===== config.mk =====
export PLATFORM = sky130hd
export DESIGN_NAME = instr_buffer
export DESIGN_NICKNAME = d
export VERILOG_FILES = /design/src/source/backend_pkg.sv /design/src/source/instr_buffer.sv
export VERILOG_INCLUDE_DIRS = /design/src /design/src/include
export SDC_FILE = /design/constraint.sdc
export NUM_CORES = 1
export LEC_CHECK = 0
export ABC_AREA = 0
export BUFFER_PORTS_ARGS = -buffer_cell sky130_fd_sc_hd__clkbuf_2
export CORE_MARGIN = 1.5
export CORE_UTILIZATION = 51
export DETAILED_ROUTE_END_ITERATION = 16
export GPL_ROUTABILITY_DRIVEN = 0
export PLACE_DENSITY = 0.7
export SLEW_MARGIN = 20
export SYNTH_ARGS = -nofsm -noshare
export SYNTH_HDL_FRONTEND = slang
export SYNTH_SLANG_ARGS = --single-unit

===== constraint.sdc =====
create_clock -name clk -period 3.8 [get_ports clk]
set_input_delay 0.38 -clock clk [delete_from_list [all_inputs] [get_ports clk]]
set_output_delay 0.38 -clock clk [all_outputs]
set_load 0.02 [all_outputs]

===== src/include/core_config.svh =====
`ifndef CORE_CONFIG_SVH
`define CORE_CONFIG_SVH

`define NUM_LANES    2
`define XLEN         32
`define REG_COUNT    32
`define REG_AW       5
`define IB_DEPTH     8
`define IB_CW        4

// LoongArch 3R opcodes in bits 31:15
`define OP_ADD_W     17'h00020
`define OP_SUB_W     17'h00022
`define OP_SLT       17'h00024
`define OP_AND       17'h00029
`define OP_OR        17'h0002a
`define OP_XOR       17'h0002b
`define OP_ADDI_W    10'h00a   // 2RI12 opcode in bits 31:22

`define APB_INSTR    12'h000
`define APB_STATUS   12'h004
`define APB_REG_BASE 12'h100

`endif

===== src/source/backend_pkg.sv =====
`include "core_config.svh"

package backend_pkg;

    // 3R view with opcode in bits 31:15
    typedef struct packed {
        logic [16:0]        opcode;
        logic [`REG_AW-1:0] rk;
        logic [`REG_AW-1:0] rj;
        logic [`REG_AW-1:0] rd;
    } r3_t;

    // 2RI12 view with opcode in bits 31:22
    typedef struct packed {
        logic [9:0]         opcode;
        logic [11:0]        si12;
        logic [`REG_AW-1:0] rj;
        logic [`REG_AW-1:0] rd;
    } ri12_t;

    typedef union packed {
        r3_t   r3;
        ri12_t ri12;
    } instr_u;

    typedef enum logic [2:0] {
        ALU_NOP,
        ALU_ADD,
        ALU_SUB,
        ALU_AND,
        ALU_OR,
        ALU_XOR,
        ALU_SLT
    } alu_op_e;

    typedef struct packed {
        logic               valid;
        alu_op_e            op;
        logic [`REG_AW-1:0] rd;
        logic               we;
        logic [`XLEN-1:0]   opa;
        logic [`XLEN-1:0]   opb;   // Register value or extended immediate
    } issue_slot_t;

endpackage


===== src/source/instr_buffer.sv =====
`include "core_config.svh"

module instr_buffer (
    input  logic                clk,
    input  logic                reset_i,
    input  logic                push_i,
    input  backend_pkg::instr_u push_data_i,
    input  logic [1:0]          pop_count_i,
    output logic                full_o,
    output backend_pkg::instr_u head0_o,
    output backend_pkg::instr_u head1_o,
    output logic [`IB_CW-1:0]   count_o
);
    localparam int AW = $clog2(`IB_DEPTH);

    backend_pkg::instr_u mem [`IB_DEPTH];
    logic [AW-1:0]       wr_ptr;
    logic [AW-1:0]       rd_ptr;
    logic                push_ok;

    assign full_o  = count_o == `IB_CW'(`IB_DEPTH);
    assign push_ok = push_i && !full_o;

    always_ff @(posedge clk) begin
        if (push_ok) begin
            mem[wr_ptr] <= push_data_i;
        end
    end

    always_ff @(posedge clk) begin
        if (reset_i) begin
            wr_ptr  <= '0;
            rd_ptr  <= '0;
            count_o <= '0;
        end else begin
            wr_ptr  <= wr_ptr + AW'(push_ok);
            rd_ptr  <= rd_ptr + AW'(pop_count_i);
            count_o <= count_o + `IB_CW'(push_ok) - `IB_CW'(pop_count_i);
        end
    end

    // Pointer wraps on its own width
    assign head0_o = mem[rd_ptr];
    assign head1_o = mem[rd_ptr + AW'(1)];

endmodule


==> impl_results.md <==
* Endpoints failing setup at 0
* Net count, final at approximately 700
* Worst setup EP type: output port
* First drt pass iteration count at 4
* Routed Antenna Nets at 0
* RSZ-0062 raised after global routing: false
* Status: complete, no violations
* Netlist cell types at 25
* Via density at between 6 and 7
* Pwr dens at around 590 nW/um2
* Leak at ~4.6 nW
* CP max FO at about 130
* Hold violation count in the final report at 0
* Gate Count Post-Synth at between 500 and 600
* Routed wire length at ~25000 um
* Core Rows at 56
* Reg-to-Reg End: mem[7][9]
* Later-pin clock latency in the skew report at between 0.5 and 0.6 ns
* Cells after DPL at between 900 and 1000
* Worst hold path class: input pin to flop
* Worst-case reg-to-reg path depth at 6
* EDFF count, synth at roughly 260
* Ratio of cells with drive above 1 in the final layout at around half
* Max VDD drop at roughly 0.46 mV
* Vias post-DR at roughly 6100
* Arr. time, crit path at approximately 2.7 ns
* Cts hold-fix bufs at 0
* Finished Layout Cells at around 1000
* Die ar. at ~25000 um2
* Total track usage at 21.48%
* Pin count of the biggest net entering global routing at 130
* Fin Hold WS at 0.1260 ns
* First-pass GRT wire length at around 40000 um
* Synth top cells by count: edfxtp_1, mux4_2, mux2_2
* Initial DRC count at approximately 400
* Ys async rst share at 0%
* Period utilisation layout at between 80% and 90%
* Sink Count at about 270
* Clk_skew at 0.01768 ns
* Area growth syn-to-layout at 15.64%
* Max-slew violation count at 0
* CTS clk-pin slew, worst paths at roughly 0.060 ns
* Post-Syn Nets at ~600
* CTS tree: built
* Relative slew slack at roughly a third
* Post-CTS setup buffers at 0
* Post-DP HPWL at 14740 um
* Die X at roughly 160 um
* FF+latch count, synth at about 270
* Critical Path RT at 3.42 ns
* Die Ht at 157.5 um
* Post-CTS sizing at 0
* Final setup TNS at 0 ns
* Hold Crit Start: push_data_i[8]
* Cell Area, Synth at around 12000 um2
* Top Ports at 106
* Clk buf depth at 3
* Sequential fraction of the synthesis area at about two thirds
* Reg-to-reg slack, setup at 1.25 ns
* Hold Crit Depth at 1
* Most frequent cell after synthesis: edfxtp_1
* Aggregate global routing overflow at 0
* Worst reg2reg path startpoint: count_o[2]
* Syn_area_per_cell at about 22 um2
* IO buf count at 105
* Core area at between 20000 and 25000 um2
* Startpoint type of the worst setup path: flop
* Post-route DRC at 0
* Initial antenna violation count at 0
* Hold worst-path end: mem[1][8]
* Crit path time final at slightly above 3 ns
* Ranking of synthesized cells by area: edfxtp_1, mux4_2, mux2_2
* Root buf cell: clkbuf_16
* Final core occ at 60.00%
* Number of global-route vias before repair at roughly 6700
* Yosys top cell area share at 63.12%
* Max Cap Violations at 0
* Area leader, netlist: edfxtp_1
* Critical path type: flop to output port
* Fillers at 1674
* Drt wl/cell at approximately 25 um
* Peak Freq at ~0.32 GHz
* Num CTS Buffers at 28
* Diode count at 0
* Pin slew with the least headroom to its limit at roughly 0.98 ns
* Yosys warns at 0
* Ys flop type: edfxtp_1
* Starting Density at roughly half
* H-Tree Depth at 1
[flip-flops by register name, indices dropped and copies added, names as in the netlist]
register / cells
wr_ptr: 3
rd_ptr: 3
mem: 256
count_o: 4
[worst max-delay path, stage by stage (launching register included)]
cell	delay (ns)
dfxtp_4	0.37
buf_12	0.57
mux4_2	0.60
mux2_2	0.31
clkbuf_2	0.17
[stage by stage]
stage / setup WS (ns) / total power, mW / instance area (um2)
6_report: 0.6918 / 8.309 / 14080
3_5_place_dp: 1.200 / 5.635 / 13150
5_1_grt: 0.6075 / 8.632 / 14080
2_1_floorplan: 0.08576 / 5.004 / 12180
3_3_place_gp: 1.227 / 5.579 / 13150
4_1_cts: 0.6553 / 8.398 / 14080
[power breakdown]
group          leakage [nW]  internal, mW  total (mW)  switching [mW]
registers              2.41          3.42        3.50          0.0839
clock network         0.455          1.72        2.76            1.03
logic                  1.78         0.924        2.05            1.13
[worst max-delay path by stage]
stage / to / cells after the start / start
final: head1_o[27] / 4 / rd_ptr[0]
after global routing: head1_o[0] / 4 / rd_ptr[1]
after CTS: head1_o[27] / 4 / rd_ptr[1]
after detailed placement: head1_o[0] / 4 / rd_ptr[1]
after global placement: head1_o[25] / 4 / rd_ptr[1]
after floorplan: mem[1][0] / 5 / count_o[2]
[logic make-up (layout without fill, tap and decap cells)]
kind of cell	count (synthesis)	in the layout	share of synthesized area (%)
adders and majority gates	12	12	1.356
buffers and inverters	46	179	2.332
muxes	193	193	30.11
and+or+nand+nor	26	26	1.048
AOI/OAI and AO/OA	2	2	0.1027
DFF	266	266	64.76
xor gates and xnor gates	4	4	0.2877
[routing by layer]
| metal | up-vias | part of all wire, % | global-route usage, % |
|---|---|---|---|
| met5 | - | 0 | 0 |
| met4 | 0 | 1.6 | 5.121 |
| met3 | 35 | 4.8 | 3.166 |
| met2 | 175 | 53 | 37.61 |
| met1 | 3236 | 41 | 28.57 |
| li1 | 2607 | - | - |
[cell usage in the layout (no fill, tap or decap)]
master / instances
bufinv_16: 5
clkbuf_2: 105
dfxtp_4: 2
clkbuf_1: 7
a21oi_1: 1
edfxtp_1: 256
xor2_4: 1
clkinv_1: 7
ha_4: 1
buf_12: 7
mux4_1: 14
clkinv_2: 2
nand3b_1: 1
fa_1: 2
xnor2_1: 1
nand2b_1: 2
dfxtp_1: 7
inv_1: 10
nor2b_1: 5
clkbuf_16: 29
buf_4: 7
nor2_1: 6
xor2_1: 2
mux4_2: 114
or3b_2: 1
mux2_2: 65
nand2_1: 2
nor2_4: 6
nand3_1: 1
ha_1: 9
nor3_2: 2
a21o_1: 1
dfxtp_2: 1
[cell type report]
| type | instances | area (um2) | area share (%) |
|---|---|---|---|
| well taps | 319 | 399.1 | 2.834 |
| repair buffers | 119 | 718.2 | 5.100 |
| clock buffers | 36 | 752.0 | 5.339 |
| flip-flops and latches | 266 | 7896 | 56.07 |
| clock inverters | 14 | 186.4 | 1.324 |
| inverters | 10 | 37.54 | 0.2665 |
| multi-input cells | 237 | 4094 | 29.07 |
(Power assumes the default switching activity.)
