--- config.mk ---
export PLATFORM = sky130hd
export DESIGN_NAME = alu_lane_flat
export DESIGN_NICKNAME = d
export VERILOG_FILES = /design/src/source/backend_pkg.sv /design/src/source/backend_if.sv /design/src/source/alu_lane.sv /design/src/flat_wrapper.sv
export VERILOG_INCLUDE_DIRS = /design/src /design/src/include
export SDC_FILE = /design/constraint.sdc
export NUM_CORES = 1
export LEC_CHECK = 0
export BUFFER_PORTS_ARGS = -buffer_cell sky130_fd_sc_hd__buf_2
export CAP_MARGIN = 20
export CORE_MARGIN = 2
export CORE_UTILIZATION = 50
export CTS_BUF_LIST = sky130_fd_sc_hd__clkbuf_8
export DETAILED_ROUTE_END_ITERATION = 10
export PLACE_DENSITY_LB_ADDON = 0.08
export SYNTH_ARGS = -nofsm -noshare
export SYNTH_HDL_FRONTEND = slang
export SYNTH_SLANG_ARGS = --single-unit
--- constraint.sdc ---
create_clock -name clk -period 4 [get_ports clk]
set_input_delay 1.2 -clock clk [delete_from_list [all_inputs] [get_ports clk]]
set_output_delay 1.2 -clock clk [all_outputs]
set_load 0.05 [all_outputs]
--- src/include/core_config.svh ---
`ifndef CORE_CONFIG_SVH
`define CORE_CONFIG_SVH

`define NUM_LANES    2
`define XLEN         32
`define REG_COUNT    32
`define REG_AW       5
`define IB_DEPTH     8
`define IB_CW        4

// LoongArch 3R opcodes in bits 31:15
`define OP_ADD_W     17'h00020
`define OP_SUB_W     17'h00022
`define OP_SLT       17'h00024
`define OP_AND       17'h00029
`define OP_OR        17'h0002a
`define OP_XOR       17'h0002b
`define OP_ADDI_W    10'h00a   // 2RI12 opcode in bits 31:22

`define APB_INSTR    12'h000
`define APB_STATUS   12'h004
`define APB_REG_BASE 12'h100

`endif
--- src/source/backend_pkg.sv ---
`include "core_config.svh"

package backend_pkg;

    // 3R view with opcode in bits 31:15
    typedef struct packed {
        logic [16:0]        opcode;
        logic [`REG_AW-1:0] rk;
        logic [`REG_AW-1:0] rj;
        logic [`REG_AW-1:0] rd;
    } r3_t;

    // 2RI12 view with opcode in bits 31:22
    typedef struct packed {
        logic [9:0]         opcode;
        logic [11:0]        si12;
        logic [`REG_AW-1:0] rj;
        logic [`REG_AW-1:0] rd;
    } ri12_t;

    typedef union packed {
        r3_t   r3;
        ri12_t ri12;
    } instr_u;

    typedef enum logic [2:0] {
        ALU_NOP,
        ALU_ADD,
        ALU_SUB,
        ALU_AND,
        ALU_OR,
        ALU_XOR,
        ALU_SLT
    } alu_op_e;

    typedef struct packed {
        logic               valid;
        alu_op_e            op;
        logic [`REG_AW-1:0] rd;
        logic               we;
        logic [`XLEN-1:0]   opa;
        logic [`XLEN-1:0]   opb;   // Register value or extended immediate
    } issue_slot_t;

endpackage

--- src/source/backend_if.sv ---
`include "core_config.svh"

interface issue_if;
    logic                 valid;
    backend_pkg::alu_op_e op;
    logic [`REG_AW-1:0]   rd;
    logic                 we;
    logic [`XLEN-1:0]     opa;
    logic [`XLEN-1:0]     opb;

    modport source (output valid, op, rd, we, opa, opb);
    modport sink (input valid, op, rd, we, opa, opb);
    modport monitor (input valid, rd, we);   // Hazard tracking only
endinterface

interface result_if;
    logic               valid;
    logic               we;
    logic [`REG_AW-1:0] rd;
    logic [`XLEN-1:0]   wdata;

    modport source (output valid, we, rd, wdata);
    modport sink (input valid, we, rd, wdata);
    modport monitor (input valid, we, rd);
endinterface

--- src/source/alu_lane.sv ---
`include "core_config.svh"

module alu_lane (
    input  logic     clk,
    input  logic     reset_i,
    issue_if.sink    iss_i,
    result_if.source res_o
);
    logic [`XLEN-1:0] result;

    always_comb begin
        case (iss_i.op)
            backend_pkg::ALU_ADD: result = iss_i.opa + iss_i.opb;
            backend_pkg::ALU_SUB: result = iss_i.opa - iss_i.opb;
            backend_pkg::ALU_AND: result = iss_i.opa & iss_i.opb;
            backend_pkg::ALU_OR:  result = iss_i.opa | iss_i.opb;
            backend_pkg::ALU_XOR: result = iss_i.opa ^ iss_i.opb;
            backend_pkg::ALU_SLT: result = `XLEN'($signed(iss_i.opa) < $signed(iss_i.opb));
            default:              result = '0;
        endcase
    end

    always_ff @(posedge clk) begin
        if (reset_i) begin
            res_o.valid <= 1'b0;
            res_o.we    <= 1'b0;
        end else begin
            res_o.valid <= iss_i.valid;
            res_o.we    <= iss_i.valid && iss_i.we && iss_i.op != backend_pkg::ALU_NOP;
        end
        res_o.rd    <= iss_i.rd;
        res_o.wdata <= result;
    end

endmodule

--- src/flat_wrapper.sv ---
// flat-port wrapper written by rule: the top's interface ports become plain ports
module alu_lane_flat 
  (clk, reset_i, iss_i_valid, iss_i_op, iss_i_rd, iss_i_we, iss_i_opa, iss_i_opb, res_o_valid, res_o_we, res_o_rd, res_o_wdata);
  issue_if iss_i_i ();
  result_if res_o_i ();
  input  logic clk;
  input  logic reset_i;
  input wire logic [$bits(iss_i_i.valid)-1:0] iss_i_valid;
  input wire logic [$bits(iss_i_i.op)-1:0] iss_i_op;
  input wire logic [$bits(iss_i_i.rd)-1:0] iss_i_rd;
  input wire logic [$bits(iss_i_i.we)-1:0] iss_i_we;
  input wire logic [$bits(iss_i_i.opa)-1:0] iss_i_opa;
  input wire logic [$bits(iss_i_i.opb)-1:0] iss_i_opb;
  output wire logic [$bits(res_o_i.valid)-1:0] res_o_valid;
  output wire logic [$bits(res_o_i.we)-1:0] res_o_we;
  output wire logic [$bits(res_o_i.rd)-1:0] res_o_rd;
  output wire logic [$bits(res_o_i.wdata)-1:0] res_o_wdata;
  assign iss_i_i.valid = iss_i_valid;
  assign iss_i_i.op = iss_i_op;
  assign iss_i_i.rd = iss_i_rd;
  assign iss_i_i.we = iss_i_we;
  assign iss_i_i.opa = iss_i_opa;
  assign iss_i_i.opb = iss_i_opb;
  assign res_o_valid = res_o_i.valid;
  assign res_o_we = res_o_i.we;
  assign res_o_rd = res_o_i.rd;
  assign res_o_wdata = res_o_i.wdata;
  alu_lane u_core (.clk(clk), .reset_i(reset_i), .iss_i(iss_i_i), .res_o(res_o_i));
endmodule
==> flow_summary_export.csv <==
group,metric,value,unit
synth,async_reset_ff_frac,0,
outcome,status,"finished clean",
placed_design,place.gp.congestion,0.979,
placed_design,io_buffers,114,
sta,rsz0062_at_grt,"no",
pwr,powerDensity,261,nW/um^2
drt,drc,0,
clock_tree,clk_pin_slew,0.10,ns
synth,ys_seq_area_frac,0.122,
floorplan,core_area,12600,sq um
sta,finalWorstSetupSlack,0.318,ns
sta,max-slew-margin-rel,0.442,
placed_design,dp_cells,1177,
floorplan,dieArea,13700,sq um
drt,num_vias,7125,
sta,fin_crit_sh,0.921,
floorplan,fp.dieH,117,microns
finish,drive_above_1_share,0.196,
floorplan,die_w,117,microns
drt,routed_wirelength,20.8,mm
sta,worstMarginPinSlew,0.834,ns
finish,area_growth,16.4,%
finish,nFillCells,1288,
worst_setup_path,crit_required,4.23,ns
synth,synth_cells,894,
synth,synth_enable_flop_cells,0,
placed_design,preCtsSetupSlack,-0.0117,ns
pwr,pwr-share-seq,0.234,
clock_tree,cts_root_buffer,"clkbuf_8",
placed_design,dp_hpwl,16.3,mm
synth,synth-simple-area-share,0.179,
clock_tree,numCtsBuffers,5,
drt,drt_iter0_markers,612,
grt,grt_pass1_wl,33.4,mm
synth,synth-compound-area-share,0.378,
clock_tree,cts_setup_buffers,0,
pwr,switchingPower,0.942,mW
synth,synth_nets,1075,
grt,grt_start_max_net_pins,31,
finish,stdcell_count,1185,
sta,hold_viol,0,
clock_tree,cts_max_path_buffers,2,
synth,syn_avg_cell_area,7.15,sq um
pwr,peakVddDrop,0.000165,V
pwr,clkPwrFrac,0.196,
drt,wl_per_cell,17.6,microns
grt,grt_overflow,0,
finish,diodes,0,
synth,synth_top_family_by_area,"compound AO/OA/AOI/OAI gates",
finish,finalNetCount,1193,
pwr,p_leak,3.57,nW
grt,grt.total_usage,0.308,
clock_tree,cts_max_level,2,
drt,vias_per_cell,6.01,
pwr,p_comb_frac,0.570,
pwr,p_int,1.00,mW
synth,post-synth-top-area-cell,"ha_1",
worst_setup_path,cp_max_fo,11,
synth,synth_ff_type,"dfxtp_1",
synth,ys_ff_latch,39,
min_path,hp-start,"iss_i_rd[4]",
drt,dr.pass1.iters,5,
synth,synth_area_leaders,"ha_1 20%, dfxtp_1 12%, a21oi_1 7.1%",
synth,synthMuxAreaShare,0.00489,
finish,final_util,0.592,
min_path,holdPathEnd,"u_core.res_o.rd[4]",
sta,min_period,3.68,ns
synth,yosys_warnings,0,
floorplan,io_pins,115,
clock_tree,cts.sinks,39,
synth,synth_area,6390,sq um
worst_setup_path,critPathKind,"in -> reg",
sta,setup_viol,0,
min_path,holdPathStages,1,
synth,ys_types,80,
min_path,hp-class,"in -> reg",
worst_setup_path,crit_path_end_kind,"flop",
synth,synth-xor-area-share,0.0123,
pwr,switching_share,0.484,
clock_tree,cts_tree,"done",
floorplan,start_util,0.509,
clock_tree,hold_buffers,0,
sta,slew_viol_final,0,
drt,ant_nets,0,
grt,grt_pass1_vias,6579,
run,drv_cap,0,
floorplan,rows,41,
worst_setup_path,worst_ep_arrival_time,3.91,ns
worst_setup_path,critPathLaunchType,"input port",
sta,max_freq,272,MHz
clock_tree,cts.repair.resized,0,
grt,antenna_found_initial,0,
synth,synth_top_area_frac,0.202,
synth,synth_fa_ha_area_frac,0.208,
## stage by stage
stage | hold WS, ns | TNS, ns | power (mW) | area [sq um]
after global routing | 0.951 | 0 | 2.07 | 7440
final | 0.963 | 0 | 1.94 | 7440
after floorplan | 1.23 | 0 | 1.24 | 6390
after CTS | 0.949 | 0 | 1.94 | 7440
after detailed placement | 1.30 | -0.0117 | 1.55 | 7330
after global placement | 1.30 | 0 | 1.55 | 7330
## state kept, by name (all words and copies together) (netlist names)
signal,flops
u_core.res_o.wdata,32
u_core.res_o.rd,5
u_core.res_o.valid,1
u_core.res_o.we,1
## worst max path at each step
stage	slack, ns	depth (start not counted)	to	start
2_1_floorplan	0.51	10	u_core.res_o.wdata[26]	iss_i_opb[0]
3_3_place_gp	0.07	12	u_core.res_o.wdata[29]	iss_i_opb[2]
3_5_place_dp	-0.01	11	u_core.res_o.wdata[26]	iss_i_opb[0]
4_1_cts	0.35	11	u_core.res_o.wdata[26]	iss_i_opb[0]
5_1_grt	0.15	12	u_core.res_o.wdata[16]	iss_i_opb[0]
6_report	0.32	12	u_core.res_o.wdata[30]	iss_i_opb[10]
## layer usage
metal / GRT usage / vias to the layer above / share of wire
li1: - / 3483 / -
met1: 0.427 / 3301 / 0.46
met2: 0.487 / 301 / 0.44
met3: 0.0546 / 40 / 0.076
met4: 0.0965 / 0 / 0.023
met5: 0 / - / 0
## cell usage in the layout (no fill, tap or decap), drive strengths merged, types with 10 or more instances in the layout
master / n
o21bai: 15
o221ai: 11
a211oi: 14
o211ai: 32
dfxtp: 39
nor3: 27
a221oi: 14
nand2: 54
ha: 103
a21oi: 91
a22oi: 10
nor4: 10
inv: 105
nand3: 11
a31oi: 10
nand2b: 19
nor2: 67
o21ai: 66
a21o: 20
nor2b: 14
buf: 162
## final cells by class
| class | count | area, sq um | area share |
|---|---|---|---|
| clock buffers | 5 | 68.8 | 0.00925 |
| clock inverters | 3 | 43.8 | 0.00589 |
| inverters | 105 | 394 | 0.0530 |
| multi-input cells | 699 | 5010 | 0.673 |
| flip-flops and latches | 39 | 781 | 0.105 |
| well taps | 172 | 215 | 0.0289 |
| repair buffers | 162 | 931 | 0.125 |
## power groups by stage
stage	Clock (mW)	Sequential, mW	Combinational [mW]
5_1_grt	0.405	0.461	1.21
3_3_place_gp	0	0.466	1.09
2_1_floorplan	0	0.653	0.589
4_1_cts	0.389	0.456	1.09
6_report	0.381	0.455	1.11
3_5_place_dp	0	0.464	1.09
## cell families (layout without fill, tap and decap cells)
logic type	Yosys count	after routing
AOI/OAI and AO/OA	348	348
xor gates and xnor gates	9	9
adders and majority gates	105	105
buffers and inverters	156	275
DFF	39	39
muxes	3	3
and+or+nand+nor	234	234
## critical path, cell delays in order
cell and delay [ns]:
buf_2 0.09, inv_1 0.05, ha_1 0.43, nor2_1 0.25, o21ai_1 0.11, a2111oi_0 0.47
buf_4 0.20, o21bai_1 0.11, a31oi_1 0.44, o211ai_1 0.18, a32o_1 0.28, o311ai_1 0.10
## Yosys cell counts (14+ instances only)
cell / instances
ha_1: 103
inv_1: 102
a21oi_1: 91
nor2_1: 66
o21ai_0: 55
nand2_1: 54
dfxtp_1: 39
clkbuf_1: 37
o211ai_1: 31
nor3_1: 26
a21o_1: 20
nand2b_1: 19
o21bai_1: 15
a221oi_1: 14
nor2b_1: 14
Note: power is estimated with default switching activity, not from simulation.
