### config.mk
export PLATFORM = sky130hd
export DESIGN_NAME = apb_issue_port
export DESIGN_NICKNAME = d
export VERILOG_FILES = /design/src/source/backend_pkg.sv /design/src/source/apb_issue_port.sv
export VERILOG_INCLUDE_DIRS = /design/src /design/src/include
export SDC_FILE = /design/constraint.sdc
export NUM_CORES = 1
export LEC_CHECK = 0
export ABC_AREA = 1
export BUFFER_PORTS_ARGS = -buffer_cell sky130_fd_sc_hd__clkbuf_2
export CORE_AREA = 4 4 70 72
export DETAILED_ROUTE_END_ITERATION = 6
export DIE_AREA = 0 0 74 76
export PLACE_DENSITY = 0.75
export SETUP_SLACK_MARGIN = 0.5
export SLEW_MARGIN = 40
export SYNTH_ARGS = -nofsm -noshare
export SYNTH_HDL_FRONTEND = slang
export SYNTH_SLANG_ARGS = --single-unit
### constraint.sdc
create_clock -name clk -period 2.6 [get_ports clk]
set_clock_uncertainty 0.05 [all_clocks]
set_input_delay 0.13 -clock clk [delete_from_list [all_inputs] [get_ports clk]]
set_output_delay 0.13 -clock clk [all_outputs]
set_load 0.03 [all_outputs]
### src/include/core_config.svh
`ifndef CORE_CONFIG_SVH
`define CORE_CONFIG_SVH

`define NUM_LANES    2
`define XLEN         32
`define REG_COUNT    32
`define REG_AW       5
`define IB_DEPTH     8
`define IB_CW        4

// LoongArch 3R opcodes in bits 31:15
`define OP_ADD_W     17'h00020
`define OP_SUB_W     17'h00022
`define OP_SLT       17'h00024
`define OP_AND       17'h00029
`define OP_OR        17'h0002a
`define OP_XOR       17'h0002b
`define OP_ADDI_W    10'h00a   // 2RI12 opcode in bits 31:22

`define APB_INSTR    12'h000
`define APB_STATUS   12'h004
`define APB_REG_BASE 12'h100

`endif
### src/source/backend_pkg.sv
`include "core_config.svh"

package backend_pkg;

    // 3R view with opcode in bits 31:15
    typedef struct packed {
        logic [16:0]        opcode;
        logic [`REG_AW-1:0] rk;
        logic [`REG_AW-1:0] rj;
        logic [`REG_AW-1:0] rd;
    } r3_t;

    // 2RI12 view with opcode in bits 31:22
    typedef struct packed {
        logic [9:0]         opcode;
        logic [11:0]        si12;
        logic [`REG_AW-1:0] rj;
        logic [`REG_AW-1:0] rd;
    } ri12_t;

    typedef union packed {
        r3_t   r3;
        ri12_t ri12;
    } instr_u;

    typedef enum logic [2:0] {
        ALU_NOP,
        ALU_ADD,
        ALU_SUB,
        ALU_AND,
        ALU_OR,
        ALU_XOR,
        ALU_SLT
    } alu_op_e;

    typedef struct packed {
        logic               valid;
        alu_op_e            op;
        logic [`REG_AW-1:0] rd;
        logic               we;
        logic [`XLEN-1:0]   opa;
        logic [`XLEN-1:0]   opb;   // Register value or extended immediate
    } issue_slot_t;

endpackage

### src/source/apb_issue_port.sv
`include "core_config.svh"

module apb_issue_port (
    input  logic                clk,
    input  logic                reset_i,
    input  logic                psel_i,
    input  logic                penable_i,
    input  logic                pwrite_i,
    input  logic [11:0]         paddr_i,
    input  logic [`XLEN-1:0]    pwdata_i,
    input  logic                full_i,
    input  logic [`XLEN-1:0]    rf_rdata_i,
    input  logic [`XLEN-1:0]    retired_i,
    output logic [`XLEN-1:0]    prdata_o,
    output logic                pready_o,
    output logic                pslverr_o,
    output logic                push_o,
    output backend_pkg::instr_u push_data_o,
    output logic [`REG_AW-1:0]  rf_raddr_o
);
    logic        setup_q;
    logic        access;
    logic        is_instr;
    logic        is_status;
    logic        is_reg;
    logic        mapped;
    logic [11:0] reg_off;

    // Set after a setup phase, held while the access phase waits
    always_ff @(posedge clk) begin
        if (reset_i) begin
            setup_q <= 1'b0;
        end else begin
            setup_q <= psel_i && (!penable_i || (setup_q && !pready_o));
        end
    end

    assign access    = psel_i && penable_i && setup_q;
    assign reg_off   = paddr_i - `APB_REG_BASE;
    assign is_instr  = paddr_i == `APB_INSTR;
    assign is_status = paddr_i == `APB_STATUS;
    assign is_reg    = reg_off < 12'(4 * `REG_COUNT) && reg_off[1:0] == 2'b00;
    assign mapped    = pwrite_i ? is_instr : (is_status || is_reg);

    // Only an instruction push waits, and only on a full buffer
    assign pready_o  = access && !(is_instr && pwrite_i && full_i);
    assign pslverr_o = pready_o && !mapped;
    assign push_o    = pready_o && is_instr && pwrite_i;

    assign push_data_o = pwdata_i;
    assign rf_raddr_o  = reg_off[`REG_AW+1:2];

    always_comb begin
        prdata_o = '0;
        if (is_status) begin
            prdata_o = retired_i;
        end else if (is_reg) begin
            prdata_o = rf_rdata_i;
        end
    end

endmodule

==> results of run 1 <==
## layout make-up
type | count | share of cell area, %
multi-input combinational | 123 | 48.0
inverter | 8 | 2.17
sequential | 1 | 1.45
tap | 52 | 4.70
timing repair buffer | 121 | 43.7
## per-stage QoR
| stage | hold slack (ns) | power, mW |
|---|---|---|
| after floorplan | 0.163 | 0.145 |
| after global placement | 0.210 | 0.117 |
| after detailed placement | 0.210 | 0.118 |
| after CTS | 0.210 | 0.119 |
| after global routing | 0.210 | 0.130 |
| final | 0.210 | 0.118 |
## logic make-up (layout without fill, tap and decap cells)
logic type,Yosys count,in the layout,share of synthesized area [%]
AOI/OAI and AO/OA,17,17,13.7
buffers and inverters,54,129,36.0
DFF,1,1,1.90
and+or+nand+nor,106,106,48.3
## cell usage after synthesis
master / instances / area, um2
buf_2: 4 / 20.0
nor3b_1: 1 / 7.51
nand2_2: 2 / 12.5
buf_6: 4 / 45.0
nand4_1: 1 / 6.26
a21oi_1: 1 / 5.00
buf_4: 38 / 285
nor2_2: 16 / 100
dfxtp_1: 1 / 20.0
inv_1: 7 / 26.3
nand3_2: 1 / 10.0
inv_2: 1 / 3.75
nand3_1: 17 / 85.1
nor2_1: 7 / 26.3
nand2_4: 1 / 11.3
nor2_4: 1 / 11.3
nor2_8: 1 / 20.0
and3_1: 1 / 6.26
a21oi_2: 16 / 140
nand2_1: 57 / 214
## routing by layer
metal	vias to the layer above	wire, um	track usage (%)
li1	675	-	-
met1	539	1130	11.0
met2	86	1600	21.2
met3	12	486	1.58
met4	0	75	2.54
met5	-	0	0
## worst reg2reg max path, cell delays in order, from the launching register on
cell	delay (ns)
dfxtp_1	0.30
and3_1	0.21
nand2_2	0.07
nand2_1	0.07
a21oi_2	0.05
## worst max-delay path by stage
stage | cells past startpoint | end
global route | 8 | pslverr_o
CTS | 8 | pslverr_o
finish | 8 | pslverr_o
detailed placement | 8 | pslverr_o
floorplan | 6 | push_o
global placement | 8 | pslverr_o
## power by group
part	internal (mW)	leakage, nW	switching (mW)
combinational	0.0524	0.834	0.0487
clock	0	0	0
sequential	0.0164	0.00823	0.000305
==> flow_summary.toml, run 1 <==
[status]
status = "complete, no violations"

[place]
placed_area_um2 = 1380
dp.cells = 305
hpwl_um = 2880
port-buffer-count = 121
place_congestion = 0.723
dpl_worst_slack_ns = 0.618

[hold_path]
holdPathStages = 0
whs_endpoint = "push_data_o[0]"
min_from = "pwdata_i[0]"
hold_path.class = "input pin to output port"

[timing]
fin_ws_ns = 0.758
tns_ns = 0
min_period_over_period_pct = 70.8
setup_viol = 0
worst_slew_pin_slew_ns = 0.548
hold_violations = 0
drv_slew = 0
max_freq_mhz = 543
rsz0062_at_grt = "no"
min_period_ns = 1.84
max_slew_margin_pct = 63.4

[layout]
fillers = 482
max_flop_register = "setup_q"
n_antenna_cell = 0
drive_above_1_share_pct = 63.2
reg.largest.list = "setup_q x1"
fin_cells = 305
areaGrowthSynthToFinish_pct = 31.2
fin_util_pct = 32.3
multi_input_area_um2 = 664
num-nets-final = 369
design_area_um2 = 1390
layout_common_cells = "clkbuf_2, nand2_1, nand3_1"
regArea_um2 = 20.0
largest_reg_flops = 1
final_common_cell = "clkbuf_2"

[power]
leakagePower_nw = 0.842
irDropWorstVdd_v = 0.0000970
p_per_area_nw_per_um2 = 85.1

[synth]
yosysSeqAreaShare_pct = 1.90
synth_cell_types = 20
ys_warn_count = 0
syn_nets = 292
synthCells = 178
synth-seq-cells = 1
synth_area_um2 = 1060
avgSynthCellArea_um2 = 5.93

[global_routing]
antenna_found_initial = 0
grtUsageTotal_pct = 10.6
grt_max_degree = 33
grt_pass1_vias = 1241
grt_overflow = 0
grt_pass1_wl_um = 5110

[setup_path]
crit_start = "paddr_i[11]"
critPathArrivalTime_ns = 1.66
timing.rr.start = "setup_q"
crit_buf_inv = 2
worstRegToRegCells = 4
crit_chain = "clkbuf_2 > nor2_1 > nand2_1 > nor2_4 > nand2_8 > a21oi_1 > nor2_1 > clkbuf_2"
critPathMaxFanout = 31
worstSetupEndpointType = "output port"
crit_type = "input pin to output port"
rrSetupSlack_ns = 1.74
startpoint_type = "input pin"
cp_slowest_cell = "nor2_4"
critPathTopFamily = "simple AND/OR/NAND/NOR gates"
max_stage_delay_ns = 0.46
crit_required_ns = 2.42
timing.rr.end = "setup_q"

[die]
dieHeight_um = 76
start_util_pct = 24.6
io-pin-count = 186
die_area_um2 = 5620
fp.dieW_um = 74
fp-row-count = 24
core_um2 = 4290

[drt]
drt_iter0_drc = 21
drtAntennaViolNets = 0
drtPass1Iterations = 4
viasPerCell = 4.30
detail_route.wl_per_cell_um = 10.8
routed_wl_um = 3290
vias = 1312
drc = 0

[clock_network]
postCtsResizedCells = 0
cts_setup_buffers = 0
insertion_delay_ns = 0
cts.hold.buffers_added = 0

[run]
maxCapViolations = 0
No activity file was read; power rests on OpenSTA's default activity.
==> run 2, diff against run 1 <==
- CORE_AREA: 4 4 70 72 -> default
- CORE_MARGIN: default -> 4
- CORE_UTILIZATION: default -> 25
- DIE_AREA: 0 0 74 76 -> default
- PLACE_DENSITY: 0.75 -> 0.79
- clock period: 2.6 -> 1.65 ns (I/O delays scaled with it)
==> run 2 against run 1 <==
Against the previous run: sequential cell count unchanged; sequential power increased by 59%; sequential share of layout area decreased by 0.53 points; core utilization increased by 22 points; cell count increased by 6.2%; first-iteration DRC count increased to 2.9 times the previous value; critical path type unchanged; largest cell class is now non-clock buffers.
==> flow_summary.toml, run 2 (synthesized netlist as in run 1, its figures left out) <==
[global_routing]
antenna_found_initial = 0
grtUsageTotal_pct = 15.1
grt_overflow = 0
grt_pass1_vias = 1417
grt_pass1_wl_um = 6530
grt_max_degree = 16

[clock_network]
insertion_delay_ns = 0

[layout]
num-nets-final = 390
final_common_cell = "clkbuf_2"
max_flop_register = "setup_q"
areaGrowthSynthToFinish_pct = 106
n_antenna_cell = 0
drive_above_1_share_pct = 77.4
fin_util_pct = 54.0
design_area_um2 = 2180
fin_cells = 324
largest_reg_flops = 1
reg.largest.list = "setup_q x1"
layout_common_cells = "clkbuf_2, nand2_1, buf_6"

[timing]
rsz0062_at_grt = "yes"
max_freq_mhz = 772
setup_viol = 0
min_period_ns = 1.29
fin_ws_ns = 0.355
worst_slew_pin_slew_ns = 0.189
hold_ws_ns = 0.115
min_period_over_period_pct = 78.5
hold_violations = 0
drv_slew = 0
max_slew_margin_pct = 87.4
tns_ns = 0

[setup_path]
crit_type = "input pin to output port"
worstSetupEndpointType = "output port"
startpoint_type = "input pin"
critPathArrivalTime_ns = 1.16
crit_chain = "clkbuf_2 > inv_1 > nand4_1 > nor2_2 > nand2_4 > inv_4 > buf_6 > nand2_2 > nand2_1 > buf_8"
critPathTopFamily = "buffers and inverters"
cp_slowest_cell = "nor2_2"
crit_required_ns = 1.52
critPathMaxFanout = 6
crit_buf_inv = 5
max_stage_delay_ns = 0.16

[drt]
detail_route.wl_per_cell_um = 15.3
drtAntennaViolNets = 0
drtPass1Iterations = 4
routed_wl_um = 4970
vias = 1492
viasPerCell = 4.60
drt_iter0_drc = 60
drc = 0

[power]
power_uw = 248
leakagePower_nw = 1.11
p_per_area_nw_per_um2 = 114
irDropWorstVdd_v = 0.000155

[place]
hpwl_um = 3050
dp.cells = 307
dpl_worst_slack_ns = 0.216
placed_area_um2 = 1420
place_congestion = 0.704
port-buffer-count = 121

[die]
start_util_pct = 26.2
fp-row-count = 23
die_area_um2 = 5330
dieHeight_um = 73.0
core_um2 = 4030
fp.dieW_um = 73.0
io-pin-count = 186

[status]
status = "complete, no violations"

[run]
maxCapViolations = 0

[hold_path]
hold_path.class = "input pin to output port"
[run 2: cell count changes in the layout (fill, tap and decap cells not counted), sizes merged]
| cell | change |
|---|---|
| buf | +38 |
| bufbuf | +1 |
| clkbuf | -23 |
| clkinvlp | +2 |
| nand2 | +3 |
[run 2: layer usage]
metal	GRT usage, %	wire, um	vias to the layer above
li1	-	-	720
met2	30.0	2730	101
met1	16.5	1700	663
met3	2.89	469	8
met5	0	0	-
met4	2.25	69	0
[run 2: worst paths after layout]
path / to / slack (ns) / depth (start not counted) / from
hold / removal: push_data_o[21] / 0.12 / 0 / pwdata_i[21]
hold reg to reg: setup_q / 0.42 / 2 / setup_q
setup / recovery: prdata_o[16] / 0.36 / 10 / paddr_i[9]
setup reg to reg: setup_q / 0.76 / 4 / setup_q
[run 2: final cells by class]
| type | count | area [um2] |
|---|---|---|
| well taps | 50 | 62.6 |
| fillers | 353 | 1850 |
| inverters | 8 | 32.5 |
| repair inverters | 2 | 15.0 |
| multi-input cells | 126 | 898 |
| flip-flops and latches | 1 | 20.0 |
| repair buffers | 137 | 1150 |
[run 2: what timing repair did]
item / CTS / global route
resized for setup: 86 / 70
gates cloned: 6 / 2
endpoints found under the setup margin: 36 / 36
hold buffers: 0 / 0
buffers inserted: 7 / 2
pin swaps: 9 / 20
[run 2: worst register-to-register path: stages, from the launching register on]
cell and delay [ns]:
dfxtp_1 0.32, and3_1 0.21, nand2_2 0.08, nand2_1 0.07
a21oi_2 0.05
[run 2: power by group]
group | switching [mW] | total [mW] | internal [mW]
sequential | 0.000669 | 0.0265 | 0.0259
clock | 0 | 0 | 0
combinational | 0.105 | 0.222 | 0.116
total | 0.106 | 0.248 | 0.142
==> run 3, diff against run 2 <==
- CORE_AREA: default -> 4 4 70 72
- CORE_MARGIN: 4 -> default
- CORE_UTILIZATION: 25 -> default
- DIE_AREA: default -> 0 0 74 76
- PLACE_DENSITY: 0.79 -> 0.75
- clock period: 1.65 -> 1.35 ns (I/O delays scaled with it)
==> run 3 against run 2 <==
Against the previous run: sequential cell count unchanged; critical path type unchanged; first-iteration DRC count decreased by 63%; core utilization increased by 4.6 points; global-route usage decreased by 2.8 points; routed wire length decreased by 0.16%; via count increased by 1.1%; combinational power increased by 32%; power increased by 32%; largest cell class unchanged; sequential share of layout area decreased by 0.12 points; largest power group unchanged.
==> flow_summary.toml, run 3 (synthesized netlist as in run 1, its figures left out) <==
[global_routing]
antenna_found_initial = 0
grt_max_degree = 21
grt_overflow = 0
grt_pass1_wl_um = 5830
grtUsageTotal_pct = 12.4
grt_pass1_vias = 1353

[timing]
max_slew_margin_pct = 87.7
rsz0062_at_grt = "yes"
min_period_over_period_pct = 97.2
min_period_ns = 1.31
drv_slew = 0
setup_viol = 0
tns_ns = 0
worst_slew_pin_slew_ns = 0.184
max_freq_mhz = 762
hold_violations = 0
fin_ws_ns = 0.0381
hold_ws_ns = 0.0850

[clock_network]
cts.hold.buffers_added = 0
insertion_delay_ns = 0

[setup_path]
critPathArrivalTime_ns = 1.19
worstSetupEndpointType = "output port"
startpoint_type = "input pin"
worstRegToRegCells = 4
critPathMaxFanout = 6
crit_type = "input pin to output port"
crit_required_ns = 1.23

[layout]
final_common_cell = "clkbuf_2"
reg.largest.list = "setup_q x1"
areaGrowthSynthToFinish_pct = 138
fin_cells = 326
max_flop_register = "setup_q"
num-nets-final = 390
fin_util_pct = 58.6
largest_reg_flops = 1
n_antenna_cell = 0
layout_common_cells = "clkbuf_2, buf_6, nand2_2"
drive_above_1_share_pct = 88.3
design_area_um2 = 2520

[drt]
drtAntennaViolNets = 0
drc = 0
routed_wl_um = 4960
vias = 1508
viasPerCell = 4.63
drtPass1Iterations = 4
drt_iter0_drc = 22
detail_route.wl_per_cell_um = 15.2

[place]
hpwl_um = 3240
dp.cells = 312
placed_area_um2 = 1690
place_congestion = 0.771
port-buffer-count = 121
dpl_worst_slack_ns = 0.0431

[power]
p_per_area_nw_per_um2 = 130
irDropWorstVdd_v = 0.000199
power_uw = 327
leakagePower_nw = 1.22

[die]
start_util_pct = 24.6
fp-row-count = 24
die_area_um2 = 5620
fp.dieW_um = 74
core_um2 = 4290
dieHeight_um = 76
io-pin-count = 186

[hold_path]
holdPathStages = 0
hold_path.class = "input pin to output port"

[status]
status = "complete, no violations"

[run]
maxCapViolations = 0
## run 3: cell types whose count changed in the layout (fill, tap and decap cells not counted), sizes merged
cell	change
inv	-1
buf	+14
clkinv	+1
nand2	-3
bufbuf	-1
clkbuf	-8
clkinvlp	-2
## run 3: critical path, cell delays in order
cell and delay (ns):
buf_6 0.09, inv_1 0.07, nand4_1 0.09, nor2_1 0.14, nand2_2 0.10, clkinv_4 0.11, clkbuf_16 0.17, nand2_2 0.06
a21oi_4 0.14, buf_6 0.14
## run 3: metal layers
metal  routed length, um  global-route usage (%)  part of all wire [%]
met3                 492                    3.30                   9.9
met4                  99                    1.45                   2.0
met1                1550                    12.1                    31
met5                   0                       0                     0
met2                2830                    25.2                    57
## run 3: report_power, final
| part | total [mW] | switching, mW | internal [mW] |
|---|---|---|---|
| sequential | 0.0324 | 0.000820 | 0.0316 |
| combinational | 0.294 | 0.144 | 0.150 |
| clock | 0 | 0 | 0 |
## run 3: cell type report
cell class / count / area (um2)
fill: 346 / 1780
timing repair buffer: 142 / 1280
multi-input combinational: 123 / 1120
tap: 52 / 65.1
inverter: 8 / 35.0
sequential: 1 / 20.0
## run 3: path summary, 6_finish.rpt
kind                    start             end  slack, ns
setup / recovery   paddr_i[9]    prdata_o[18]       0.04
hold / removal    pwdata_i[0]  push_data_o[0]       0.09
setup reg to reg      setup_q         setup_q       0.46
hold reg to reg       setup_q         setup_q       0.41
## run 3: what timing repair did
item | in CTS | in global routing
setup endpoints to repair | 36 | 36
resized for setup | 38 | 162
setup buffers | 0 | 5
endpoints found under the hold margin | 0 | 0
pin swaps | 1 | 31
gates cloned | 1 | 8
